**src/hdl/csi_rx_pkg.sv**
```systemverilog
/* shared types for the single-lane csi-2 receiver
   lane bytes are lsb first on the wire, so bit 0 of a byte is the oldest bit */
package csi_rx_pkg;

   //--------------------------------------------------
   // widths that carry a meaning
   //--------------------------------------------------
   typedef logic [7:0]  byte_t;        // one lane byte, bit 0 received first
   typedef logic [15:0] word_count_t;  // packet length in bytes

   // leader-to-data marker sent at the start of every hs burst
   localparam byte_t SYNC_BYTE = 8'hB8;

   //--------------------------------------------------
   // streams between the stages
   //--------------------------------------------------
   // deserializer -> aligner, arbitrary bit alignment
   typedef struct packed {
      logic  valid;    // one-cycle strobe per 8 bits
      logic  restart;  // first byte of a new burst
      byte_t data;
   } raw_byte_t;

   // aligner -> parser, byte aligned to the sync
   typedef struct packed {
      logic  valid;
      logic  first;    // first byte after the sync, i.e. the data id
      byte_t data;
   } lane_byte_t;

   // short/long packet header as it leaves the lane
   typedef struct packed {
      byte_t       data_id;
      word_count_t word_count;
      byte_t       ecc;        // captured only, never checked
   } packet_header_t;

   typedef struct packed {
      logic  valid;
      logic  last;     // final byte of the word count
      byte_t data;
   } payload_byte_t;

   //--------------------------------------------------
   // state machines
   //--------------------------------------------------
   typedef enum logic {align_hunt, align_locked} align_state_t;
   typedef enum logic [1:0] {parse_idle, parse_header, parse_payload} parse_state_t;

endpackage

```
**src/hdl/csi_rx_lane_deser.sv**
```systemverilog
`timescale 1ns/1ps
/* serial to byte conversion for one hs lane, one bit per bit_clock edge
   byte boundaries are arbitrary; a partial byte at the end of a burst is dropped */
module csi_rx_lane_deser #(
   parameter bit INVERT = 1'b0  // 1 when the p/n pair is swapped on the board
)(
   input  logic                  bit_clock,
   input  logic                  reset,
   input  logic                  lane_bit,   // hs lane bit, sampled every rising edge
   input  logic                  hs_active,  // level, high for the whole burst
   output csi_rx_pkg::raw_byte_t raw
);
   import csi_rx_pkg::*;

   logic       bit_in;      // lane bit after polarity fix
   byte_t      shift_q;     // newest bit lands in bit 7
   byte_t      shift_next;
   logic [2:0] bit_cnt;     // bits taken in the current group
   logic       armed;       // next byte is the first of a burst
   logic       valid_q;
   logic       restart_q;
   byte_t      data_q;

   assign bit_in     = INVERT ? ~lane_bit : lane_bit;  // undo a swapped pair
   assign shift_next = {bit_in, shift_q[7:1]};         // lsb-first packing

   //--------------------------------------------------
   // bit counter, byte strobe and restart mark
   //--------------------------------------------------
   always_ff @(posedge bit_clock) begin
      if (reset) begin
         bit_cnt   <= '0;
         armed     <= 1'b1;  // first burst after reset is a restart too
         valid_q   <= 1'b0;
         restart_q <= 1'b0;
      end else begin
         valid_q   <= 1'b0;  // strobes last one cycle
         restart_q <= 1'b0;
         if (!hs_active) begin
            bit_cnt <= '0;   // hold group start while the lane is idle
            armed   <= 1'b1;
         end else begin
            bit_cnt <= bit_cnt + 3'd1;  // wraps after the eighth bit
            if (bit_cnt == 3'd7) begin
               valid_q   <= 1'b1;
               restart_q <= armed;      // only on the first byte after the rise
               armed     <= 1'b0;
            end
         end
      end
   end

   // shift register and byte capture
   always_ff @(posedge bit_clock) begin
      if (hs_active) shift_q <= shift_next;
      if (hs_active && bit_cnt == 3'd7) data_q <= shift_next;  // complete byte
   end

   always_comb begin
      raw.valid   = valid_q;
      raw.restart = restart_q;
      raw.data    = data_q;
   end

endmodule

```
**src/hdl/csi_rx_byte_align.sv**
```systemverilog
`timescale 1ns/1ps
/* finds the 0xb8 sync at any of the 8 bit offsets and locks for the burst
   the lock only clears on the next restart; no re-hunt inside a burst */
module csi_rx_byte_align (
   input  logic                   bit_clock,
   input  logic                   reset,
   input  csi_rx_pkg::raw_byte_t  raw,
   output csi_rx_pkg::lane_byte_t aligned
);
   import csi_rx_pkg::*;

   align_state_t state;
   byte_t        prev_q;      // raw byte of the previous strobe
   logic [2:0]   offset_q;    // bit offset of the sync inside the window
   logic         first_q;     // next emitted byte follows the sync
   logic [15:0]  window;      // two raw bytes, older in the low half
   logic         hit;
   logic [2:0]   hit_offset;
   logic         valid_q;
   logic         first_out_q;
   byte_t        data_q;

   assign window = {raw.data, prev_q};

   //--------------------------------------------------
   // sync search over all offsets
   //--------------------------------------------------
   // scan high to low so the lowest matching offset is kept
   always_comb begin
      hit        = 1'b0;
      hit_offset = '0;
      for (int k = 7; k >= 0; k--) begin
         if (window[k +: 8] == SYNC_BYTE) begin
            hit        = 1'b1;
            hit_offset = 3'(k);
         end
      end
   end

   //--------------------------------------------------
   // hunt / lock control
   //--------------------------------------------------
   always_ff @(posedge bit_clock) begin
      if (reset) begin
         state       <= align_hunt;
         offset_q    <= '0;
         first_q     <= 1'b0;
         valid_q     <= 1'b0;
         first_out_q <= 1'b0;
      end else begin
         valid_q     <= 1'b0;
         first_out_q <= 1'b0;
         if (raw.valid) begin
            if (raw.restart) begin
               // prev_q is stale from the last burst, so skip the search here
               state   <= align_hunt;
               first_q <= 1'b0;
            end else if (state == align_hunt) begin
               if (hit) begin
                  state    <= align_locked;
                  offset_q <= hit_offset;  // sync byte itself is not passed on
                  first_q  <= 1'b1;
               end
            end else begin
               valid_q     <= 1'b1;        // one aligned byte per raw byte
               first_out_q <= first_q;
               first_q     <= 1'b0;
            end
         end
      end
   end

   // data path: history byte and realigned output byte
   always_ff @(posedge bit_clock) begin
      if (raw.valid) prev_q <= raw.data;
      if (raw.valid && state == align_locked) begin
         data_q <= window[offset_q +: 8];  // same offset for the whole burst
      end
   end

   always_comb begin
      aligned.valid = valid_q;
      aligned.first = first_out_q;
      aligned.data  = data_q;
   end

endmodule

```
**src/hdl/csi_rx_packet_header.sv**
```systemverilog
`timescale 1ns/1ps
/* csi-2 packet header capture and payload gating for one lane
   ecc is captured as sent and not checked; payload is not buffered */
module csi_rx_packet_header (
   input  logic                      bit_clock,
   input  logic                      reset,
   input  csi_rx_pkg::lane_byte_t    aligned,
   output csi_rx_pkg::packet_header_t header,        // holds until the next header
   output logic                      header_valid,  // one-cycle pulse
   output csi_rx_pkg::payload_byte_t payload
);
   import csi_rx_pkg::*;

   parse_state_t   state;
   logic [1:0]     hdr_idx;     // header byte expected next, 1..3
   word_count_t    remaining;   // payload bytes still to pass on
   byte_t          data_id_q;   // staging so header stays stable during capture
   word_count_t    wc_q;
   logic           take_first;
   logic           take_hdr;
   logic           take_ecc;
   logic           take_pay;
   logic           pay_valid;
   logic           pay_last;
   byte_t          pay_data;

   //--------------------------------------------------
   // byte classification
   //--------------------------------------------------
   assign take_first = aligned.valid && aligned.first;  // wins in any state
   assign take_hdr   = aligned.valid && !aligned.first && state == parse_header;
   assign take_ecc   = take_hdr && hdr_idx == 2'd3;
   assign take_pay   = aligned.valid && !aligned.first && state == parse_payload;

   //--------------------------------------------------
   // parser FSM
   //--------------------------------------------------
   always_ff @(posedge bit_clock) begin
      if (reset) begin
         state        <= parse_idle;
         hdr_idx      <= '0;
         remaining    <= '0;
         header_valid <= 1'b0;
         pay_valid    <= 1'b0;
         pay_last     <= 1'b0;
      end else begin
         header_valid <= 1'b0;
         pay_valid    <= 1'b0;
         pay_last     <= 1'b0;
         if (take_first) begin
            state   <= parse_header;  // restart capture, even mid-payload
            hdr_idx <= 2'd1;
         end else if (take_hdr) begin
            hdr_idx <= hdr_idx + 2'd1;
            if (take_ecc) begin
               header_valid <= 1'b1;
               remaining    <= wc_q;
               // zero length goes straight back to idle
               state <= (wc_q == '0) ? parse_idle : parse_payload;
            end
         end else if (take_pay) begin
            pay_valid <= 1'b1;
            pay_last  <= (remaining == 16'd1);
            remaining <= remaining - 16'd1;
            if (remaining == 16'd1) state <= parse_idle;  // rest of burst ignored
         end
      end
   end

   //--------------------------------------------------
   // header fields and payload byte
   //--------------------------------------------------
   always_ff @(posedge bit_clock) begin
      if (take_first) data_id_q <= aligned.data;
      if (take_hdr && hdr_idx == 2'd1) wc_q[7:0]  <= aligned.data;  // wc low
      if (take_hdr && hdr_idx == 2'd2) wc_q[15:8] <= aligned.data;  // wc high
      if (take_ecc) header <= {data_id_q, wc_q, aligned.data};
      if (take_pay) pay_data <= aligned.data;
   end

   always_comb begin
      payload.valid = pay_valid;
      payload.last  = pay_last;
      payload.data  = pay_data;
   end

endmodule

```
**src/hdl/csi_rx_lane.sv**
```systemverilog
`timescale 1ns/1ps
/* one csi-2 receive lane in the bit clock domain, no back-pressure
   header_valid and payload.valid are single-cycle pulses the consumer must take */
module csi_rx_lane #(
   parameter bit INVERT = 1'b0  // set when the lane pair is swapped
)(
   input  logic                      bit_clock,
   input  logic                      reset,
   input  logic                      lane_bit,
   input  logic                      hs_active,
   output csi_rx_pkg::packet_header_t header,
   output logic                      header_valid,
   output csi_rx_pkg::payload_byte_t payload
);
   import csi_rx_pkg::*;

   raw_byte_t  raw;      // unaligned bytes
   lane_byte_t aligned;  // bytes after the sync

   //--------------------------------------------------
   // serial in -> raw bytes -> aligned bytes -> packets
   //--------------------------------------------------
   csi_rx_lane_deser #(
      .INVERT    (INVERT)
   ) u_deser (
      .bit_clock (bit_clock),
      .reset     (reset),
      .lane_bit  (lane_bit),
      .hs_active (hs_active),
      .raw       (raw)
   );

   csi_rx_byte_align u_align (
      .bit_clock (bit_clock),
      .reset     (reset),
      .raw       (raw),
      .aligned   (aligned)
   );

   csi_rx_packet_header u_parse (
      .bit_clock    (bit_clock),
      .reset        (reset),
      .aligned      (aligned),
      .header       (header),
      .header_valid (header_valid),
      .payload      (payload)
   );

endmodule

```
**config.mk**
```make
export PLATFORM = sky130hd
export DESIGN_NAME = csi_rx_lane
export DESIGN_NICKNAME = d
export VERILOG_FILES = /design/src/hdl/csi_rx_pkg.sv /design/src/hdl/csi_rx_lane_deser.sv /design/src/hdl/csi_rx_byte_align.sv /design/src/hdl/csi_rx_packet_header.sv /design/src/hdl/csi_rx_lane.sv
export SDC_FILE = /design/constraint.sdc
export NUM_CORES = 1
export LEC_CHECK = 0
export BUFFER_PORTS_ARGS = -buffer_cell sky130_fd_sc_hd__buf_4
export CAP_MARGIN = 20
export CORE_ASPECT_RATIO = 0.8
export CORE_MARGIN = 4
export CORE_UTILIZATION = 35
export CTS_BUF_LIST = sky130_fd_sc_hd__clkbuf_8
export CTS_CLUSTER_SIZE = 8
export DETAILED_ROUTE_END_ITERATION = 8
export GPL_ROUTABILITY_DRIVEN = 1
export GPL_TIMING_DRIVEN = 0
export PLACE_DENSITY = 0.62
export SETUP_SLACK_MARGIN = 0.4
export SLEW_MARGIN = 20
export SYNTH_ARGS = -nofsm -noshare
export SYNTH_HDL_FRONTEND = slang
export SYNTH_SLANG_ARGS = --single-unit
```
**constraint.sdc**
```tcl
create_clock -name bit_clock -period 3.2 [get_ports bit_clock]
set_input_delay 0 -clock bit_clock [delete_from_list [all_inputs] [get_ports bit_clock]]
set_output_delay 0 -clock bit_clock [all_outputs]
set_load 0.005 [all_outputs]
```
==> impl_metrics.toml, run 1 <==
[detailed_routing]
drc = 0
top_layer_used = "met4"
antenna_left = 0
wl_met1_um = 5206
routed-wl-met2_um = 4666
wl_met3_um = 697
wirelength_um = 10750
wl_per_cell_um = 16.10
drt_pass1_iterations = 5
via_count = 3438
drtIter0Drc = 273
vias_per_cell = 5.147

[layout]
num_antenna_cells = 0
drive_gt1_share_pct = 20.45
num-fill-cells = 1343
final_nets = 482
area_growth_pct = 19.33

[power_and_ir_drop]
peakVddDrop_v = 0.0003320
leakage_uw = 0.002188
totalPowerFinal_uw = 3277
power.density_nw_per_um2 = 520.0

[clock_tree]
cts_tree = "built"
htreeDepth = 4
cts_buffers = 17
post_cts_buffers = 0
cts_sinks = 131
clockBufferDepth = 2
path_clk_slew_ps = 80
root_buffer = "clkbuf_8"
clk_latency_ps = 430

[grt]
grt-ovfl-total = 0
antenna_found_initial = 0
grt_usage_pct = 13.13
grt_pass1_wl_um = 17950
grt_max_degree = 33
grt_pass1_vias = 3409

[timing]
grt_setup_unrepaired = "false"
relSlewSlack_pct = 36.50
timing.setup.tns_ps = 0
final_hold_viol_count = 0
fin_crit_ps = 2524
worst_pin_slew_ps = 949.0
max_freq_mhz = 396.2
period_share_pct = 78.87
finClkSkew_ps = 10.88
setup_viol = 0
maxSlewViolCount = 0

[place]
hpwlAfterDp_um = 7636
place_congestion = 0.8740
portBuffers = 45

[floorplanning]
die_area_sq_um = 17130
dieHeight_um = 117.9
core_area_sq_um = 14540
start_util_pct = 36.32
ios = 47
rows = 39
die_w_um = 145.3

[min_path]
hp-class = "primary input to flop"

[worst_setup_path]
criticalPathCategory = "flop to flop"
ff2ff_setup_slack_ps = 680
cp.required_ps = 3270
worst_ep_arrival_time_ps = 2590
cp-end-kind = "flop"
start_kind = "flop"
worst-path-max-fanout = 32

[synth]
netlist-cell-type-count = 60
ys_ff_latch = 131
synth_nets = 415
syn-instance-count = 404
synth_top_area_share_pct = 54.02
synth.most_common_cell = "edfxtp_1"
avgSynthCellArea_sq_um = 13.07
synth-edff-count = 95
syn_area_sq_um = 5281
yosys.area.top_type = "edfxtp_1"
synth_area_leaders = "edfxtp_1, dfxtp_1, o21ai_0"
ys.flop_type = "edfxtp_1"
yosys_warnings = 0
synthTopCellsByCount = "edfxtp_1, dfxtp_1, nand2_1"
async_reset_ff_share_pct = 0
yosysSeqAreaShare_pct = 67.66

[run_status]
status = "finished, final reports clean"

[job]
maxCapViolCount = 0
==> power by group <==
part           internal, uW  switching, uW
Sequential             1800           3.04
Combinational          6.57           11.5
Clock                   731            721
==> worst max-delay path: stages (launching register included) <==
cell	delay, ps
dfxtp_1	370
nor4bb_1	300
clkbuf_1	350
clkbuf_1	470
nand2_1	220
clkinv_2	430
==> kinds of logic after synthesis <==
logic type | share of synthesized area (%)
buffers and inverters | 2.582
AOI/OAI and AO/OA | 11.06
muxes | 3.009
and+or+nand+nor | 13.86
xor gates and xnor gates | 0.1659
adders and majority gates | 1.658
DFF | 67.66
==> sequential cells by signal (all words and copies together) (netlist names), 2 cells and up <==
signal / count
u_align.offset_q: 3
u_deser.data_q: 8
u_align.prev_q: 8
u_deser.shift_q: 7
u_parse.hdr_idx: 2
u_parse.header: 32
u_align.data_q: 8
u_deser.bit_cnt: 3
u_parse.pay_data: 8
u_parse.wc_q: 16
u_parse.remaining: 16
u_parse.data_id_q: 8
u_parse.state: 2
==> layout by cell type (no fill, tap or decap), drive strengths merged, types with 2 or more instances in the layout <==
| cell | count |
|---|---|
| nand3 | 2 |
| inv | 21 |
| bufinv | 2 |
| clkinv | 2 |
| a22oi | 3 |
| a211oi | 8 |
| dlygate4sd3 | 3 |
| or4 | 4 |
| a21oi | 23 |
| nor4 | 10 |
| nor2b | 7 |
| nand2 | 30 |
| dfxtp | 36 |
| o211ai | 2 |
| o32ai | 2 |
| or3 | 4 |
| o21ai | 26 |
| clkbuf | 33 |
| nor4bb | 8 |
| buf | 49 |
| a21o | 3 |
| o31ai | 3 |
| and2 | 9 |
| mux4 | 2 |
| o21a | 2 |
| edfxtp | 95 |
| nand3b | 3 |
| a22o | 2 |
| mux2i | 8 |
| a221oi | 3 |
| nand4bb | 2 |
| nor3 | 6 |
| nor2 | 29 |
| nand2b | 8 |
| clkinvlp | 3 |
| ha | 7 |
| mux2 | 3 |
| o31a | 2 |
==> worst paths after layout <==
kind                            cells after the start                           end                           start
worst max register to register                      5  u_parse.header[17]$_DFFE_PP_      u_align.valid_q$_SDFF_PP0_
worst max-delay path                                5  u_parse.header[17]$_DFFE_PP_      u_align.valid_q$_SDFF_PP0_
worst min register to register                      0  u_parse.header[31]$_DFFE_PP_  u_parse.data_id_q[7]$_DFFE_PP_
worst min-delay path                                2  u_deser.shift_q[7]$_DFFE_PP_                        lane_bit
==> what timing repair did <==
action | 4_1_cts | 5_1_grt
hold endpoints to repair | 11 | 0
hold buffers | 3 | 0
setup endpoints to repair | 0 | 32
gates resized for setup | 0 | 1
==> final cells by class <==
cell class | instances | area [sq um] | share of cell area [%]
Timing Repair Buffer | 48 | 367.9 | 5.837
Multi-Input combinational cell | 240 | 1572 | 24.94
Tap cell | 184 | 230.2 | 3.653
Clock inverter | 15 | 187.7 | 2.978
Inverter | 13 | 50.05 | 0.7941
Buffer | 20 | 87.58 | 1.390
Clock buffer | 17 | 234.0 | 3.713
Sequential cell | 131 | 3573 | 56.70
==> per-layer routing <==
layer / global-route usage, % / up-vias
met5: 0 / -
met4: 5.042 / 0
met3: 4.003 / 20
met2: 19.14 / 107
met1: 18.42 / 1647
li1: - / 1664
==> per-stage QoR <==
| stage | cells | setup slack [ps] | util [%] | area, sq um | hold slack, ps |
|---|---|---|---|---|---|
| finish | 668 | 676.2 | 43.34 | 6302 | 300.4 |
| global route | 668 | 466.3 | 43.34 | 6302 | 289.4 |
| CTS | 668 | 544.7 | 43.33 | 6301 | 267.7 |
| detailed placement | 633 | 571.5 | 40.23 | 5849 | 193.1 |
| global placement | 633 | 235.7 | 40.23 | 5849 | 189.6 |
| floorplan | 404 | 889.4 | - | 5281 | 98.87 |
(Power assumes the default switching activity.)
==> run 2: changes to the inputs <==
- ABC_AREA: unset -> 1
- clock period: 3.2 -> 2.35 ns (I/O delays scaled with it)
==> impl_metrics.toml, run 2 <==
[synth]
yosys.area.top_type = "edfxtp_1"
synth_area_leaders = "edfxtp_1, dfxtp_1, nand2_1"
synth_top_area_share_pct = 52.89
yosysSeqAreaShare_pct = 66.25
synth-edff-count = 95
synthTopCellsByCount = "nand2_1, edfxtp_1, nor2_1"
netlist-cell-type-count = 30
synth.most_common_cell = "nand2_1"
syn-instance-count = 529
synth_nets = 540
yosys_warnings = 0
avgSynthCellArea_sq_um = 10.20
ys_ff_latch = 131
ys.flop_type = "edfxtp_1"
async_reset_ff_share_pct = 0
syn_area_sq_um = 5394

[timing]
timing.setup.tns_ps = 0
period_share_pct = 75.71
worst_pin_slew_ps = 650.5
final_hold_viol_count = 0
setup_viol = 0
grt_setup_unrepaired = "false"
relSlewSlack_pct = 56.63
fin_crit_ps = 1779
max_freq_mhz = 562.1
finClkSkew_ps = 18.29
maxSlewViolCount = 0

[detailed_routing]
via_count = 3943
vias_per_cell = 4.820
antenna_left = 0
drt_pass1_iterations = 5
wirelength_um = 12130
wl_per_cell_um = 14.83
drtIter0Drc = 467
drc = 0

[clock_tree]
htreeDepth = 4
path_clk_slew_ps = 80
clockBufferDepth = 2
clk_latency_ps = 430
cts_buffers = 17
cts_tree = "built"
root_buffer = "clkbuf_8"
cts_sinks = 131

[layout]
regArea_sq_um = 3573
largest_register_ffs = 32
top_regs = "u_parse.header x32, u_parse.remaining x16, u_parse.wc_q x16"
final_cell_mix = "nand2_1, edfxtp_1, nor2_1"
multiInputGateArea_sq_um = 1546
final_nets = 606
top_register = "u_parse.header"
area_growth_pct = 18.72
utilization_pct = 42.51
num-fill-cells = 1416
num_antenna_cells = 0
layout_commonest_cell = "nand2_1"
drive_gt1_share_pct = 14.97

[place]
portBuffers = 45
place_congestion = 0.9232
hpwlAfterDp_um = 8767

[worst_setup_path]
start_kind = "flop"
worst_ep_arrival_time_ps = 1890
ff2ff_setup_slack_ps = 570
cp.required_ps = 2460
criticalPathCategory = "flop to flop"
worst-path-max-fanout = 10
cp-end-kind = "flop"

[floorplanning]
start_util_pct = 35.81
rows = 40
dieHeight_um = 119.0
ios = 47
die_area_sq_um = 17470
core_area_sq_um = 15060
die_w_um = 146.8

[grt]
grt_pass1_wl_um = 19760
grtUsageMet2_pct = 20.35
top_usage_layer = "met1"
grt_pass1_vias = 3717
grt_use_met1_pct = 20.70
antenna_found_initial = 0
use_met3_pct = 5.059
grt_usage_pct = 14.44
grt_max_degree = 33
grt-ovfl-total = 0

[job]
maxCapViolCount = 0

[power_and_ir_drop]
power_frac_seq_pct = 57.8
power_frac_comb_pct = 0.6
peakVddDrop_v = 0.0003420
p_int_uw = 3357
pwr-share-clk_pct = 41.6
power.density_nw_per_um2 = 665.5
leakage_uw = 0.002588
p_sw_uw = 904.9
swShare_pct = 21.23

[run_status]
status = "finished, final reports clean"

[min_path]
hp-class = "primary input to flop"
## run 2: power by group through the flow
stage / clock [uW] / combinational (uW) / sequential, uW
5_1_grt: 1950 / 30.7 / 2460
4_1_cts: 1820 / 27.0 / 2460
3_5_place_dp: 0 / 24.5 / 2510
6_report: 1770 / 26.3 / 2460
3_3_place_gp: 0 / 24.5 / 2510
2_1_floorplan: 0 / 11.8 / 2510
## run 2: path summary, 6_finish.rpt
check / end / startpoint / cells after the start
max: u_parse.wc_q[15]$_DFFE_PP_ / u_align.first_out_q$_SDFF_PP0_ / 6
min: u_parse.remaining[8]$_SDFFE_PP0P_ / reset / 2
max reg2reg: u_parse.wc_q[15]$_DFFE_PP_ / u_align.first_out_q$_SDFF_PP0_ / 6
min reg2reg: u_parse.header[29]$_DFFE_PP_ / u_parse.data_id_q[5]$_DFFE_PP_ / 0
## run 2: repair_timing
item | in CTS | in global routing
hold buffers | 2 | 0
hold endpoints to repair | 15 | 0
endpoints found under the setup margin | 16 | 48
setup buffers | 0 | 0
resized for setup | 2 | 4
## run 2: kinds of logic (layout without fill, tap and decap cells)
group                    after synthesis  count (layout)  synth area share, %
multiplexers                           4               4               0.7423
flip-flops                           131             131                66.25
AO/OA/AOI/OAI                         82              82                8.026
buffers and inverters                 71             150                5.358
AND/OR/NAND/NOR                      234             234                18.00
adder cells (fa/ha/maj)                7               7                1.624
## run 2: area by class of cell
cell class / instances / area share [%]
Tap cell: 210 / 4.103
Buffer: 14 / 1.172
Inverter: 57 / 3.380
Clock inverter: 13 / 1.719
Sequential cell: 131 / 55.80
Multi-Input combinational cell: 327 / 24.15
Clock buffer: 19 / 4.084
Timing Repair Buffer: 47 / 5.588
## run 2: critical path, cell delays in order (launching register included)
cell and delay [ps]:
dfxtp_1 310, inv_1 40, nand2_1 90, inv_1 90, nand3_1 330, buf_2 360
nor2_4 250
## run 2: metrics by stage
stage	power (uW)	setup slack (ps)	cell area, sq um	instances	hold slack [ps]
global placement	2538	108.6	5995	784	189.9
global route	4444	418.3	6404	818	150.8
CTS	4306	439.0	6391	818	73.61
floorplan	2525	501.0	5394	529	98.87
detailed placement	2539	249.1	5995	784	190.8
finish	4262	570.9	6404	818	92.47
## run 2: routing by layer
metal / routed length (um) / vias up
met5: 0 / -
met4: 128 / 0
met3: 956 / 11
met2: 5138 / 162
met1: 5904 / 1853
li1: - / 1917
==> run 3: changes to the inputs <==
- PLACE_DENSITY: 0.62 -> 0.63
- clock period: 2.35 -> 1.4 ns (I/O delays scaled with it)
==> impl_metrics.toml, run 3 (synthesis results as in run 2) <==
[run_status]
status = "finished with violations"
violations = "negative setup slack"

[min_path]
worstHoldEndpoint = "u_parse.remaining[8]$_SDFFE_PP0P_"
hp-class = "primary input to flop"
min_path_cells = 2
min_from = "reset"

[worst_setup_path]
cp.buffers_inverters = 1
worst_ep_arrival_time_ps = 1900
crit_family = "simple AND/OR/NAND/NOR gates"
worst-path-max-fanout = 5
r2r_start = "u_deser.data_q[1]$_DFFE_PP_"
ff2ff_setup_slack_ps = -190
criticalPathCategory = "flop to flop"
r2r_end = "u_align.offset_q[1]$_SDFFE_PP0P_"
cp_slowest_stage_delay_ps = 510
cp-end-kind = "flop"
reg2reg_depth = 11
start_kind = "flop"
cp.required_ps = 1700
critPathMostFrequentCell = "nand2_2"
path_cells = "buf_6 > nand2_2 > nor2_2 > nand2_1 > nand2_2 > nor2_4 > nand2_4 > nand3_4 > nand2_2 > nand2_2 > nor2_1"
cp_slowest_cell = "edfxtp_1"

[grt]
grt-ovfl-total = 0
antenna_found_initial = 0
top_usage_layer = "met2"
use_met3_pct = 4.260
grt_max_degree = 17
grtUsageMet2_pct = 24.14
grt_use_met1_pct = 21.92
grt_pass1_wl_um = 21850
grt_pass1_vias = 4251
grt_usage_pct = 15.85

[detailed_routing]
wl_per_cell_um = 16.06
drt_pass1_iterations = 5
vias_per_cell = 4.943
drc = 0
wirelength_um = 14110
antenna_left = 0
drtIter0Drc = 473
via_count = 4345

[timing]
maxSlewViolCount = 0
finalHoldWorstSlack_ps = 77.20
max_freq_mhz = 627.1
fin_crit_ps = 1595
worst_slack_ps = -194.6
worst_pin_slew_ps = 664.1
relSlewSlack_pct = 55.73
timing.setup.tns_ps = -5028
period_share_pct = 113.9
setup_viol = 59
finClkSkew_ps = 21.20
grt_setup_unrepaired = "true"
final_hold_viol_count = 0

[layout]
top_register = "u_parse.header"
final_cell_mix = "edfxtp_1, nand2_1, buf_4"
instances_no_fill = 879
layout_commonest_cell = "edfxtp_1"
drive_gt1_share_pct = 40.81
largest_register_ffs = 32
area_growth_pct = 43.26
num_antenna_cells = 0
utilization_pct = 51.30
final_nets = 667
top_regs = "u_parse.header x32, u_parse.remaining x16, u_parse.wc_q x16"

[floorplanning]
die_area_sq_um = 17470
dieHeight_um = 119.0
ios = 47
die_w_um = 146.8
core_area_sq_um = 15060
start_util_pct = 35.81
rows = 40

[place]
hpwlAfterDp_um = 8591
place_congestion = 0.9691
dp.cells = 784
portBuffers = 45

[power_and_ir_drop]
totalPowerFinal_uw = 7121
power.density_nw_per_um2 = 921.6
leakage_uw = 0.003059
peakVddDrop_v = 0.0005629

[clock_tree]
clockBufferDepth = 2
cts_tree = "built"
root_buffer = "clkbuf_8"
cts_buffers = 17
cts_sinks = 131
clk_latency_ps = 450
htreeDepth = 4
path_clk_slew_ps = 80

[job]
maxCapViolCount = 0
run 3: changes by cell type in the layout (fill, tap and decap cells not counted), moves of 12 or more:
cell and change:
nor2_1 -21, inv_1 -21, nand2_1 -29, buf_6 +33, nand2_2 +21, buf_4 +12
o21ai_0 -30, o21ai_2 +15, o21ai_1 +12, nor2_2 +12
run 3: power breakdown:
part | switching [uW] | internal [uW]
combinational | 36.1 | 17.3
clock | 1600 | 1340
sequential | 8.14 | 4120
total | 1640 | 5480
run 3: how the worst max path moves through the flow:
stage / startpoint / end / slack, ps / depth (start not counted)
2_1_floorplan: u_parse.state[0]$_SDFFE_PP0P_ / u_parse.header[0]$_DFFE_PP_ / -120 / 4
3_3_place_gp: u_align.first_out_q$_SDFF_PP0_ / u_parse.header[4]$_DFFE_PP_ / -410 / 5
3_5_place_dp: u_align.first_out_q$_SDFF_PP0_ / u_parse.header[1]$_DFFE_PP_ / -440 / 5
4_1_cts: u_align.first_out_q$_SDFF_PP0_ / u_parse.remaining[11]$_SDFFE_PP0P_ / -90 / 10
5_1_grt: u_deser.data_q[1]$_DFFE_PP_ / u_align.offset_q[1]$_SDFFE_PP0P_ / -300 / 11
6_report: u_deser.data_q[1]$_DFFE_PP_ / u_align.offset_q[1]$_SDFFE_PP0P_ / -190 / 11
run 3: repair_timing:
item,4_1_cts,5_1_grt
pin swaps,24,41
gates cloned,5,0
hold endpoints to repair,14,0
resized for setup,95,92
hold buffers,2,0
endpoints found under the setup margin,119,126
setup buffers,37,19
run 3: metal layers:
layer	wire, um	vias to the layer above
met2	6465	203
met5	0	-
met3	1175	25
li1	-	2048
met1	6279	2069
met4	192	0
run 3: layout make-up:
type / instances / area, sq um
Fill cell: 1281 / 7337
Timing Repair Buffer: 107 / 1097
Clock inverter: 13 / 101.3
Timing Repair inverter: 1 / 7.507
Sequential cell: 131 / 3592
Multi-Input combinational cell: 327 / 1989
Inverter: 57 / 259.0
Clock buffer: 19 / 261.5
Tap cell: 210 / 262.8
Buffer: 14 / 156.4
run 3: per-stage QoR:
stage / setup WS, ps / cell area (sq um)
floorplan: -122.8 / 5570
finish: -194.6 / 7727
CTS: -92.99 / 7298
global route: -299.8 / 7727
global placement: -412.1 / 6171
detailed placement: -439.3 / 6171
